`src/rtl/fifo_config.svh`:
```
// ------------------------------
// FIFO build configuration
// Depth, data width and the
// address and count widths
// ------------------------------

`ifndef FIFO_CONFIG_SVH
`define FIFO_CONFIG_SVH

// Capacity in items, output stage included
`define FIFO_DEPTH 8

// Data word width in bits
`define FIFO_WIDTH 16

// Derived widths, kept in step with the depth by hand
`define FIFO_ADDR_W 3
`define FIFO_COUNT_W 4

`endif

```
`src/rtl/fifo_pkg.sv`:
```
// ------------------------------
// FIFO package
// Data, address and count types
// Pop state encoding
// ------------------------------

`include "fifo_config.svh"

package fifo_pkg;

  // One stored word
  typedef logic [`FIFO_WIDTH-1:0] data_t;

  // RAM slot index
  typedef logic [`FIFO_ADDR_W-1:0] addr_t;

  // Item count, wide enough for a full buffer
  typedef logic [`FIFO_COUNT_W-1:0] count_t;

  // Pop side states
  // EMPTY  output stage free and RAM drained
  // FETCH  waiting on a RAM read for the output stage
  // VALID  output stage holds a word
  typedef enum logic [1:0] {
    EMPTY = 2'd0,
    FETCH = 2'd1,
    VALID = 2'd2
  } pop_state_t;

endpackage

```
`src/rtl/fifo_item_counter.sv`:
```
// ------------------------------
// FIFO item counter
// Up/down count of stored items
// with next value and empty flag
// ------------------------------

`timescale 1ns/1ps

module fifo_item_counter (
  input  logic             clk,
  input  logic             rst_n,
  input  logic             push_beat,
  input  logic             pop_beat,
  output fifo_pkg::count_t items,
  output fifo_pkg::count_t items_next,
  output logic             empty
);

  import fifo_pkg::*;

  // ------------------------------
  // Next count
  // ------------------------------

  // Push and pop in one cycle cancel out
  always_comb begin
    case ({push_beat, pop_beat})
      2'b10:   items_next = items + count_t'(1);
      2'b01:   items_next = items - count_t'(1);
      default: items_next = items;
    endcase
  end

  // ------------------------------
  // Registered count and flag
  // ------------------------------

  always_ff @(posedge clk or negedge rst_n) begin
    if (!rst_n) begin
      items <= '0;
    end else begin
      items <= items_next;
    end
  end

  // Empty only moves on a beat
  // Starts high since nothing is stored out of reset
  always_ff @(posedge clk or negedge rst_n) begin
    if (!rst_n) begin
      empty <= 1'b1;
    end else if (push_beat || pop_beat) begin
      empty <= (items_next == '0);
    end
  end

endmodule

```
`src/rtl/fifo_pop_ctrl.sv`:
```
// ------------------------------
// FIFO pop controller
// Pop FSM, read pointer, RAM read
// issue and pop output register
// ------------------------------

`timescale 1ns/1ps

`include "fifo_config.svh"

module fifo_pop_ctrl (
  input  logic             clk,
  input  logic             rst_n,
  input  logic             pop_ready,
  input  logic             push_beat,
  input  fifo_pkg::data_t  push_data,
  input  fifo_pkg::count_t items,
  input  logic             ram_rd_data_valid,
  input  fifo_pkg::data_t  ram_rd_data,
  output logic             pop_valid,
  output fifo_pkg::data_t  pop_data,
  output logic             pop_beat,
  output logic             bypass_ready,
  output logic             ram_rd_addr_valid,
  output fifo_pkg::addr_t  ram_rd_addr
);

  import fifo_pkg::*;

  // Last RAM slot before the pointer wraps
  localparam addr_t LAST_SLOT = addr_t'(`FIFO_DEPTH - 1);

  pop_state_t state;
  pop_state_t state_next;
  addr_t      rd_ptr;
  count_t     ram_words;
  logic       rd_issue;
  logic       load_bypass;
  logic       load_ram;

  // ------------------------------
  // Output stage status
  // ------------------------------

  // Valid straight from the state flop
  assign pop_valid = (state == VALID);
  assign pop_beat  = pop_valid && pop_ready;

  // Bypass only when nothing is stored anywhere
  assign bypass_ready = (state == EMPTY);

  // Unread RAM words while in VALID
  // The count includes the word sitting in the output stage
  // No read is in flight in VALID, so nothing else to subtract
  assign ram_words = items - count_t'(1);

  // ------------------------------
  // State machine
  // ------------------------------

  always_comb begin
    state_next  = state;
    rd_issue    = 1'b0;
    load_bypass = 1'b0;
    load_ram    = 1'b0;
    case (state)
      EMPTY: begin
        // Pushed word goes straight to the output register
        if (push_beat) begin
          load_bypass = 1'b1;
          state_next  = VALID;
        end
      end
      VALID: begin
        if (pop_beat) begin
          if (ram_words != '0) begin
            // Refill read goes out with the pop itself
            rd_issue   = 1'b1;
            state_next = FETCH;
          end else if (push_beat) begin
            // Word lands in RAM at this edge
            // Read it out from FETCH next cycle
            state_next = FETCH;
          end else begin
            state_next = EMPTY;
          end
        end
      end
      FETCH: begin
        if (ram_rd_data_valid) begin
          load_ram   = 1'b1;
          state_next = VALID;
        end else begin
          // No read outstanding yet
          rd_issue = 1'b1;
        end
      end
      default: begin
        state_next = EMPTY;
      end
    endcase
  end

  always_ff @(posedge clk or negedge rst_n) begin
    if (!rst_n) begin
      state <= EMPTY;
    end else begin
      state <= state_next;
    end
  end

  // ------------------------------
  // RAM read side
  // ------------------------------

  assign ram_rd_addr_valid = rd_issue;
  assign ram_rd_addr       = rd_ptr;

  // Advance on every issued read, wrap at the last slot
  always_ff @(posedge clk or negedge rst_n) begin
    if (!rst_n) begin
      rd_ptr <= '0;
    end else if (rd_issue) begin
      if (rd_ptr == LAST_SLOT) begin
        rd_ptr <= '0;
      end else begin
        rd_ptr <= rd_ptr + addr_t'(1);
      end
    end
  end

  // Output data register
  // Held while the consumer stalls
  always_ff @(posedge clk) begin
    if (load_bypass) begin
      pop_data <= push_data;
    end else if (load_ram) begin
      pop_data <= ram_rd_data;
    end
  end

endmodule

```
`src/rtl/fifo_push_ctrl.sv`:
```
// ------------------------------
// FIFO push controller
// Push ready, write pointer and
// RAM write or bypass steering
// ------------------------------

`timescale 1ns/1ps

`include "fifo_config.svh"

module fifo_push_ctrl (
  input  logic             clk,
  input  logic             rst_n,
  input  logic             push_valid,
  input  fifo_pkg::data_t  push_data,
  input  fifo_pkg::count_t items,
  input  logic             bypass_ready,
  output logic             push_ready,
  output logic             push_beat,
  output logic             ram_wr_valid,
  output fifo_pkg::addr_t  ram_wr_addr,
  output fifo_pkg::data_t  ram_wr_data
);

  import fifo_pkg::*;

  // Last RAM slot before the pointer wraps
  localparam addr_t LAST_SLOT = addr_t'(`FIFO_DEPTH - 1);

  addr_t wr_ptr;
  addr_t wr_ptr_next;

  // ------------------------------
  // Handshake
  // ------------------------------

  // Room left as long as the count is below capacity
  // Independent of the pop side on purpose
  assign push_ready = (items < count_t'(`FIFO_DEPTH));

  // Accepted word this cycle
  assign push_beat = push_valid && push_ready;

  // ------------------------------
  // RAM write steering
  // ------------------------------

  // Pop side takes the word directly while it is idle
  assign ram_wr_valid = push_beat && !bypass_ready;
  assign ram_wr_addr  = wr_ptr;
  assign ram_wr_data  = push_data;

  // Wrap at the last slot
  always_comb begin
    if (wr_ptr == LAST_SLOT) begin
      wr_ptr_next = '0;
    end else begin
      wr_ptr_next = wr_ptr + addr_t'(1);
    end
  end

  // Pointer only moves on a real RAM write
  // Bypassed words never occupy a slot
  always_ff @(posedge clk or negedge rst_n) begin
    if (!rst_n) begin
      wr_ptr <= '0;
    end else if (ram_wr_valid) begin
      wr_ptr <= wr_ptr_next;
    end
  end

endmodule

```
`src/rtl/fifo_ram.sv`:
```
// ------------------------------
// FIFO storage
// Simple dual-port RAM with one
// cycle of registered read
// ------------------------------

`timescale 1ns/1ps

`include "fifo_config.svh"

module fifo_ram (
  input  logic            clk,
  input  logic            rst_n,
  input  logic            ram_wr_valid,
  input  fifo_pkg::addr_t ram_wr_addr,
  input  fifo_pkg::data_t ram_wr_data,
  input  logic            ram_rd_addr_valid,
  input  fifo_pkg::addr_t ram_rd_addr,
  output logic            ram_rd_data_valid,
  output fifo_pkg::data_t ram_rd_data
);

  import fifo_pkg::*;

  data_t mem [`FIFO_DEPTH];

  // Write port
  always_ff @(posedge clk) begin
    if (ram_wr_valid) begin
      mem[ram_wr_addr] <= ram_wr_data;
    end
  end

  // Read port, data one cycle after the address
  always_ff @(posedge clk) begin
    if (ram_rd_addr_valid) begin
      ram_rd_data <= mem[ram_rd_addr];
    end
  end

  // Strobe lines up with the read data
  always_ff @(posedge clk or negedge rst_n) begin
    if (!rst_n) begin
      ram_rd_data_valid <= 1'b0;
    end else begin
      ram_rd_data_valid <= ram_rd_addr_valid;
    end
  end

endmodule

```
`src/rtl/fifo_top.sv`:
```
// ------------------------------
// FIFO top level
// Push and pop controllers, item
// counter and storage RAM
// ------------------------------

`timescale 1ns/1ps

module fifo_top (
  input  logic             clk,
  input  logic             rst_n,
  input  logic             push_valid,
  input  fifo_pkg::data_t  push_data,
  input  logic             pop_ready,
  output logic             push_ready,
  output logic             pop_valid,
  output fifo_pkg::data_t  pop_data,
  output fifo_pkg::count_t items,
  output logic             empty
);

  import fifo_pkg::*;

  // Controller handshakes
  logic   push_beat;
  logic   pop_beat;
  logic   bypass_ready;

  // RAM ports
  logic   ram_wr_valid;
  addr_t  ram_wr_addr;
  data_t  ram_wr_data;
  logic   ram_rd_addr_valid;
  addr_t  ram_rd_addr;
  logic   ram_rd_data_valid;
  data_t  ram_rd_data;

  fifo_push_ctrl i_push_ctrl (
    .clk          (clk),
    .rst_n        (rst_n),
    .push_valid   (push_valid),
    .push_data    (push_data),
    .items        (items),
    .bypass_ready (bypass_ready),
    .push_ready   (push_ready),
    .push_beat    (push_beat),
    .ram_wr_valid (ram_wr_valid),
    .ram_wr_addr  (ram_wr_addr),
    .ram_wr_data  (ram_wr_data)
  );

  fifo_pop_ctrl i_pop_ctrl (
    .clk               (clk),
    .rst_n             (rst_n),
    .pop_ready         (pop_ready),
    .push_beat         (push_beat),
    .push_data         (push_data),
    .items             (items),
    .ram_rd_data_valid (ram_rd_data_valid),
    .ram_rd_data       (ram_rd_data),
    .pop_valid         (pop_valid),
    .pop_data          (pop_data),
    .pop_beat          (pop_beat),
    .bypass_ready      (bypass_ready),
    .ram_rd_addr_valid (ram_rd_addr_valid),
    .ram_rd_addr       (ram_rd_addr)
  );

  // Shared status flags
  fifo_item_counter i_item_counter (
    .clk        (clk),
    .rst_n      (rst_n),
    .push_beat  (push_beat),
    .pop_beat   (pop_beat),
    .items      (items),
    .items_next (),
    .empty      (empty)
  );

  fifo_ram i_ram (
    .clk               (clk),
    .rst_n             (rst_n),
    .ram_wr_valid      (ram_wr_valid),
    .ram_wr_addr       (ram_wr_addr),
    .ram_wr_data       (ram_wr_data),
    .ram_rd_addr_valid (ram_rd_addr_valid),
    .ram_rd_addr       (ram_rd_addr),
    .ram_rd_data_valid (ram_rd_data_valid),
    .ram_rd_data       (ram_rd_data)
  );

endmodule

```
`config.mk`:
```
export PLATFORM = sky130hd
export DESIGN_NAME = fifo_top
export DESIGN_NICKNAME = d
export VERILOG_FILES = /design/src/rtl/fifo_pkg.sv /design/src/rtl/fifo_item_counter.sv /design/src/rtl/fifo_pop_ctrl.sv /design/src/rtl/fifo_push_ctrl.sv /design/src/rtl/fifo_ram.sv /design/src/rtl/fifo_top.sv
export VERILOG_INCLUDE_DIRS = /design/src /design/src/rtl
export SDC_FILE = /design/constraint.sdc
export NUM_CORES = 1
export LEC_CHECK = 0
export ABC_AREA = 1
export BUFFER_PORTS_ARGS = -buffer_cell sky130_fd_sc_hd__buf_4
export CORE_AREA = 10 10 137 139
export CTS_BUF_LIST = sky130_fd_sc_hd__clkbuf_4 sky130_fd_sc_hd__clkbuf_8
export DETAILED_ROUTE_END_ITERATION = 7
export DIE_AREA = 0 0 147 149
export HOLD_SLACK_MARGIN = 0.1
export PLACE_DENSITY_LB_ADDON = 0.3
export SYNTH_ARGS = -nofsm -noshare
export SYNTH_HDL_FRONTEND = slang
export SYNTH_HIERARCHICAL = 1
export SYNTH_SLANG_ARGS = --single-unit
```
`constraint.sdc`:
```
create_clock -name clk -period 2.1 [get_ports clk]
set_input_delay 0.42 -clock clk [delete_from_list [all_inputs] [get_ports clk]]
set_output_delay 0.42 -clock clk [all_outputs]
set_load 0.005 [all_outputs]
```
# Yosys cells after proc, flatten, opt, wreduce, memory -nomap -nowiden
# Memories as Yosys holds them, arrays and structs flattened. A register that Yosys moved wholly into a read port is not among the register bits.
# Cells that the tools add are included.
dict set report totals {
  reg_bits 30
  mem_bits_rw 128
  in_bits 20
  output_inout_bits 23
  elab_cells 53
  memories 1
}
dict set report classes {
  add_sub_neg 4
  order_cmp 1
  eq_ne 9
  mux 21
  n_reduce_logical 10
}
# memory words word_bits read_ports rd_clocked_by_memory_dff wr line
set mem_list {}
lappend mem_list {i_ram.mem 8 16 1 1 1 fifo_ram.sv:25} ;# data_t mem [`FIFO_DEPTH];
# cell count
set ops {}
lappend ops {{$mux 16} 2}
lappend ops {{$mux 1} 10}
lappend ops {{$mux 2} 4}
lappend ops {{$pmux 4 s2} 1}
lappend ops {{$add 3x1->3 const B} 2}
lappend ops {{$eq 3x3->1 const B} 2}
lappend ops {{$mux 3} 2}
lappend ops {{$ne 2x1->1 const B} 3}
lappend ops {{$pmux 2 s3} 1}
lappend ops {{$add 4x1->4 const B} 1}
lappend ops {{$eq 2x1->1 const B} 2}
lappend ops {{$eq 2x2->1 const B} 2}
lappend ops {{$logic_not 4->1} 1}
lappend ops {{$lt 4x4->1 const B} 1}
lappend ops {{$reduce_bool 4->1} 1}
lappend ops {{$sub 4x1->4 const B} 1}
lappend ops {{$logic_and 1x1->1} 3}
lappend ops {{$reduce_and 3->1} 1}
lappend ops {{$logic_not 2->1} 1}
lappend ops {{$pmux 1 s2} 1}
lappend ops {{$reduce_bool 2->1} 1}
lappend ops {{$logic_not 1->1} 1}
lappend ops {{$logic_or 1x1->1} 1}

# Depth between registers and ports, before layout
dict set report depth {
  word_depth 6
  mapped_depth 18
  ltp_nobuf 18
}

# Hierarchy
# Netlist, hierarchy kept.
# module n_inst cells_per_inst area_per_inst_um2 seq_area_each_um2
set by_module_without_submodules {}
lappend by_module_without_submodules {fifo_ram 1 588 6174.7 4349.2}
lappend by_module_without_submodules {fifo_pop_ctrl 1 80 1051.0 605.6}
lappend by_module_without_submodules {fifo_item_counter 1 54 369.1 126.4}
lappend by_module_without_submodules {fifo_push_ctrl 1 37 305.3 75.1}

# Least setup slack after synthesis
# Ideal clock, no wire load.
dict set report synth_timing {
  path_type {register to register}
  from {reg i_pop_ctrl.state[0]}
  to {mem i_ram/mem[1][0] (netlist bit), enable pin}
  setup_ns 0.388
  arrival_ns 1.781
  required_ns 1.712
  setup_slack_ns -0.070
  stages_incl_launch_ff 8
  n_path_buf 0
  synth_period_minus_slack_ns 2.170
  path_cell_list {dfrtp_1 > inv_1 > ha_1 > inv_1 > nand3_2 > inv_1 > nand2_1 > nor2_1}
}
dict set report synth_via {
  elab_chain_len 5
}
# element line
set synth_rtl {}
lappend synth_rtl {{start, declared} fifo_pop_ctrl.sv:33} ;# pop_state_t state;
lappend synth_rtl {{start signal, assigned} fifo_pop_ctrl.sv:108} ;# state <= state_next;
lappend synth_rtl {{$logic_not 2->1} fifo_pop_ctrl.sv:50} ;# assign bypass_ready = (state == EMPTY);
lappend synth_rtl {{named net bypass_ready} fifo_top.sv:27} ;# logic bypass_ready;
lappend synth_rtl {{$logic_not 1->1} fifo_push_ctrl.sv:49} ;# assign ram_wr_valid = push_beat && !bypass_ready;
lappend synth_rtl {{$logic_and 1x1->1} fifo_push_ctrl.sv:49}
lappend synth_rtl {{named net ram_wr_valid} fifo_top.sv:30} ;# logic ram_wr_valid;
lappend synth_rtl {{$mux 1} fifo_ram.sv:29} ;# if (ram_wr_valid) begin
lappend synth_rtl {{$mux 1 (implied by the code)} fifo_ram.sv:30} ;# mem[ram_wr_addr] <= ram_wr_data;
lappend synth_rtl {{end, declared} fifo_ram.sv:25}
# The timed path passes the listed nets, and every way through them passes these cells.

# Worst setup path after layout
dict set report layout_timing {
  from {reg i_pop_ctrl.state[1]}
  to {mem i_ram/mem[5][5] (netlist bit), enable pin}
}
# Same word-level chain as after synthesis.

==> impl_metrics.toml <==
[logic_synthesis]
ys_seq_area_share_pct = 65.3
netlist_area_sq_um = 7900
synth_xor_area_share_pct = 0.222
synth_seq_cells = 174
syn_inst = 759
yosysWarnings = 6
ys_types = 25
synth-compound-area-share_pct = 0.412
syn-num-nets = 790
synth_top_family_by_area = "simple AND/OR/NAND/NOR gates"
synthSimpleGateAreaFrac_pct = 18.4
muxShareOfSynthArea_pct = 2.71
synthAdderAreaFrac_pct = 1.74
synth_area_per_cell_sq_um = 10.4

[clock_tree]
cts_tree = "done"
clk_latency_ns = 0.46
clockRootBuffer = "clkbuf_8"
clk_pin_slew_worst_paths_ns = 0.09
cts_num_sinks = 174
cts_max_level = 4
clock_path_buffers = 2
cts_buffers = 17

[routing]
avgViaCountPerCell = 4.80
drtIter0Drc = 391
first_pass_iters = 5
num_vias = 5020
wire_per_inst_microns = 15.2
drc = 0
wl_microns = 15900
final_antenna_net_count = 0

[die]
ios = 43
row_count = 47
die_w_microns = 147
start_util_pct = 48.9
die_area_sq_um = 21900
chipHeight_microns = 149
core_sq_um = 16200

[worst_setup_path]
crit_required_ns = 2.28
crit_path_top_delay_cell = "dfrtp_1"
max_stage_delay_ns = 0.42
path_max_fanout = 7
setup.worst_path.end_class = "register"
crit_arrival_ns = 2.17
critPathLaunchType = "register"
cp_cell_sequence = "inv_1, ha_1, inv_1, nand3_2, inv_1, nand2_1, nor2_1, buf_4"
critPathBufInv = 4
critPathKind = "register to register"
crit_path_frequent_cell = "inv_1"
crit_family = "buffers and inverters"

[layout]
fin_nets = 844
mostFrequentLayoutCell = "nand2_1"
areaGrowthSynthToFinish_pct = 13.6
drive_gt1_share_pct = 17.3
n_antenna_cell = 0
fin_cells = 1046
utilization_pct = 55.5
final_cell_mix = "nand2_1, edfxtp_1, inv_1"

[sta]
slew_violations = 0
skew_ns = 0.0118
period_minus_slack_ns = 2.00
maxSlewHeadroom_pct = 52.4
post-route-period-util_pct = 95.2
rsz0062_at_grt = "yes"
holdWs_ns = 0.194
hold_violations = 0
setup-violations-final = 0
tightest_slew_ns = 0.714
max_freq_mhz = 500

[power]
p_sw_share_pct = 34.7
seqPwrFrac_pct = 43.2
clkPwrFrac_pct = 21.2
switchingPower_uw = 3820
p_int_uw = 7190
peakVddDrop_uv = 739
p_comb_share_pct = 35.6
power_leakage_uw = 0.00410
p_per_area_nw_per_um2 = 1230

[placement]
gp_congestion = 0.819
post-dp-hpwl_microns = 10000
dp.cells = 1012
port_buffers = 42

[hold_path]
hp-class = "input port to register"

[grt]
grt_overflow = 0
grt_max_degree = 68
antenna_found_initial = 0
grtUsageTotal_pct = 14.8
grt_pass1_wl_microns = 25100
grt_pass1_vias = 4990

[run_status]
status = "complete, no violations"

[run]
cap_violations = 0
[worst reg2reg max path: cells and delay by family (launching register included)]
family	cells	cell delay (ns)
and+or+nand+nor	3	0.47
buffers and inverters	4	0.57
DFF	1	0.42
adders and majority gates	1	0.26
[Yosys cell counts]
master	count	area, sq um
nand2_1	256	961
edfxtp_1	160	4800
inv_1	152	571
nand3_1	72	360
buf_4	20	150
nor2_1	17	63.8
dfrtp_1	13	325
buf_2	12	60.1
ha_1	11	138
mux2_4	9	135
buf_6	8	90.1
mux2_2	7	78.8
inv_2	4	15.0
o21ai_0	4	20.0
nand3_2	2	20.0
nand4_1	2	12.5
xnor2_1	2	17.5
clkinv_1	1	3.75
dfstp_2	1	26.3
nand2_2	1	6.26
nand2_4	1	11.3
nor2_4	1	11.3
o211ai_1	1	7.51
o21ai_1	1	5.00
or2_0	1	6.26
[registers in the layout, summed over array words and instances, names as in the netlist]
| register | count |
|---|---|
| i_ram/mem | 128 |
| i_pop_ctrl/pop_data | 16 |
| i_ram/ram_rd_data | 16 |
| i_item_counter/items | 4 |
| i_pop_ctrl/ram_rd_addr | 3 |
| i_push_ctrl/ram_wr_addr | 3 |
| i_pop_ctrl/state | 2 |
| i_item_counter/empty | 1 |
| i_ram/ram_rd_data_valid | 1 |
[stage by stage]
| stage | instance area [sq um] | setup TNS (ns) | worst slack [ns] | total power (uW) |
|---|---|---|---|---|
| floorplan | 7900 | -7.40 | -0.0695 | 7460 |
| global placement | 8480 | 0 | 0.0167 | 8500 |
| detailed placement | 8480 | -0.0430 | -0.0430 | 8660 |
| CTS | 8900 | 0 | 0.0227 | 11000 |
| global route | 8980 | -1.17 | -0.0405 | 11800 |
| finish | 8980 | 0 | 0.101 | 11000 |
[worst paths after layout]
kind | startpoint | to | slack, ns | cells past startpoint
setup / recovery | i_pop_ctrl/state[1] | i_ram/mem[5][5] | 0.10 | 8
hold / removal | push_data[0] | i_ram/mem[6][0] | 0.19 | 1
setup reg to reg | i_pop_ctrl/state[1] | i_ram/mem[5][5] | 0.10 | 8
hold reg to reg | i_item_counter/empty | i_item_counter/empty | 0.47 | 2
max in group asynchronous | rst_n | i_item_counter/empty | 1.52 | 2
min in group asynchronous | rst_n | i_pop_ctrl/state[1] | 0.34 | 2
[per-layer routing]
| layer | share of wire [%] | vias to the layer above | GRT usage (%) |
|---|---|---|---|
| met1 | 42 | 2398 | 16.6 |
| met4 | 1.5 | 0 | 5.95 |
| met2 | 52 | 121 | 26.4 |
| met3 | 4.9 | 21 | 3.91 |
| met5 | 0 | - | 0 |
| li1 | - | 2480 | - |
[kinds of logic after synthesis]
family / after synthesis
AO/OA/AOI/OAI: 6
AND/OR/NAND/NOR: 353
buffers and inverters: 197
flip-flops: 174
multiplexers: 16
XOR/XNOR: 2
adder cells (fa/ha/maj): 11
[repair_timing]
| item | CTS | global route |
|---|---|---|
| setup buffers | 0 | 1 |
| hold buffers | 1 | 0 |
| pin swaps | 1 | 5 |
| resized for setup | 5 | 16 |
| endpoints found under the hold margin | 14 | 0 |
| setup endpoints to repair | 1 | 3 |
[final cells by class]
cell class	instances	area [sq um]
Sequential cell	174	5160
Inverter	157	589
Clock inverter	13	148
Tap cell	220	275
Clock buffer	19	249
Multi-Input combinational cell	388	1920
Timing Repair Buffer	75	634
Fill cell	1379	7190
[power by group through the flow]
stage	registers [uW]	clock network [uW]	logic, uW
final	4760	2330	3920
after global routing	4800	2550	4430
after CTS	4740	2390	3890
after detailed placement	4810	0	3840
after global placement	4790	0	3700
after floorplan	4800	0	2660
Note: power is estimated with default switching activity, not from simulation.
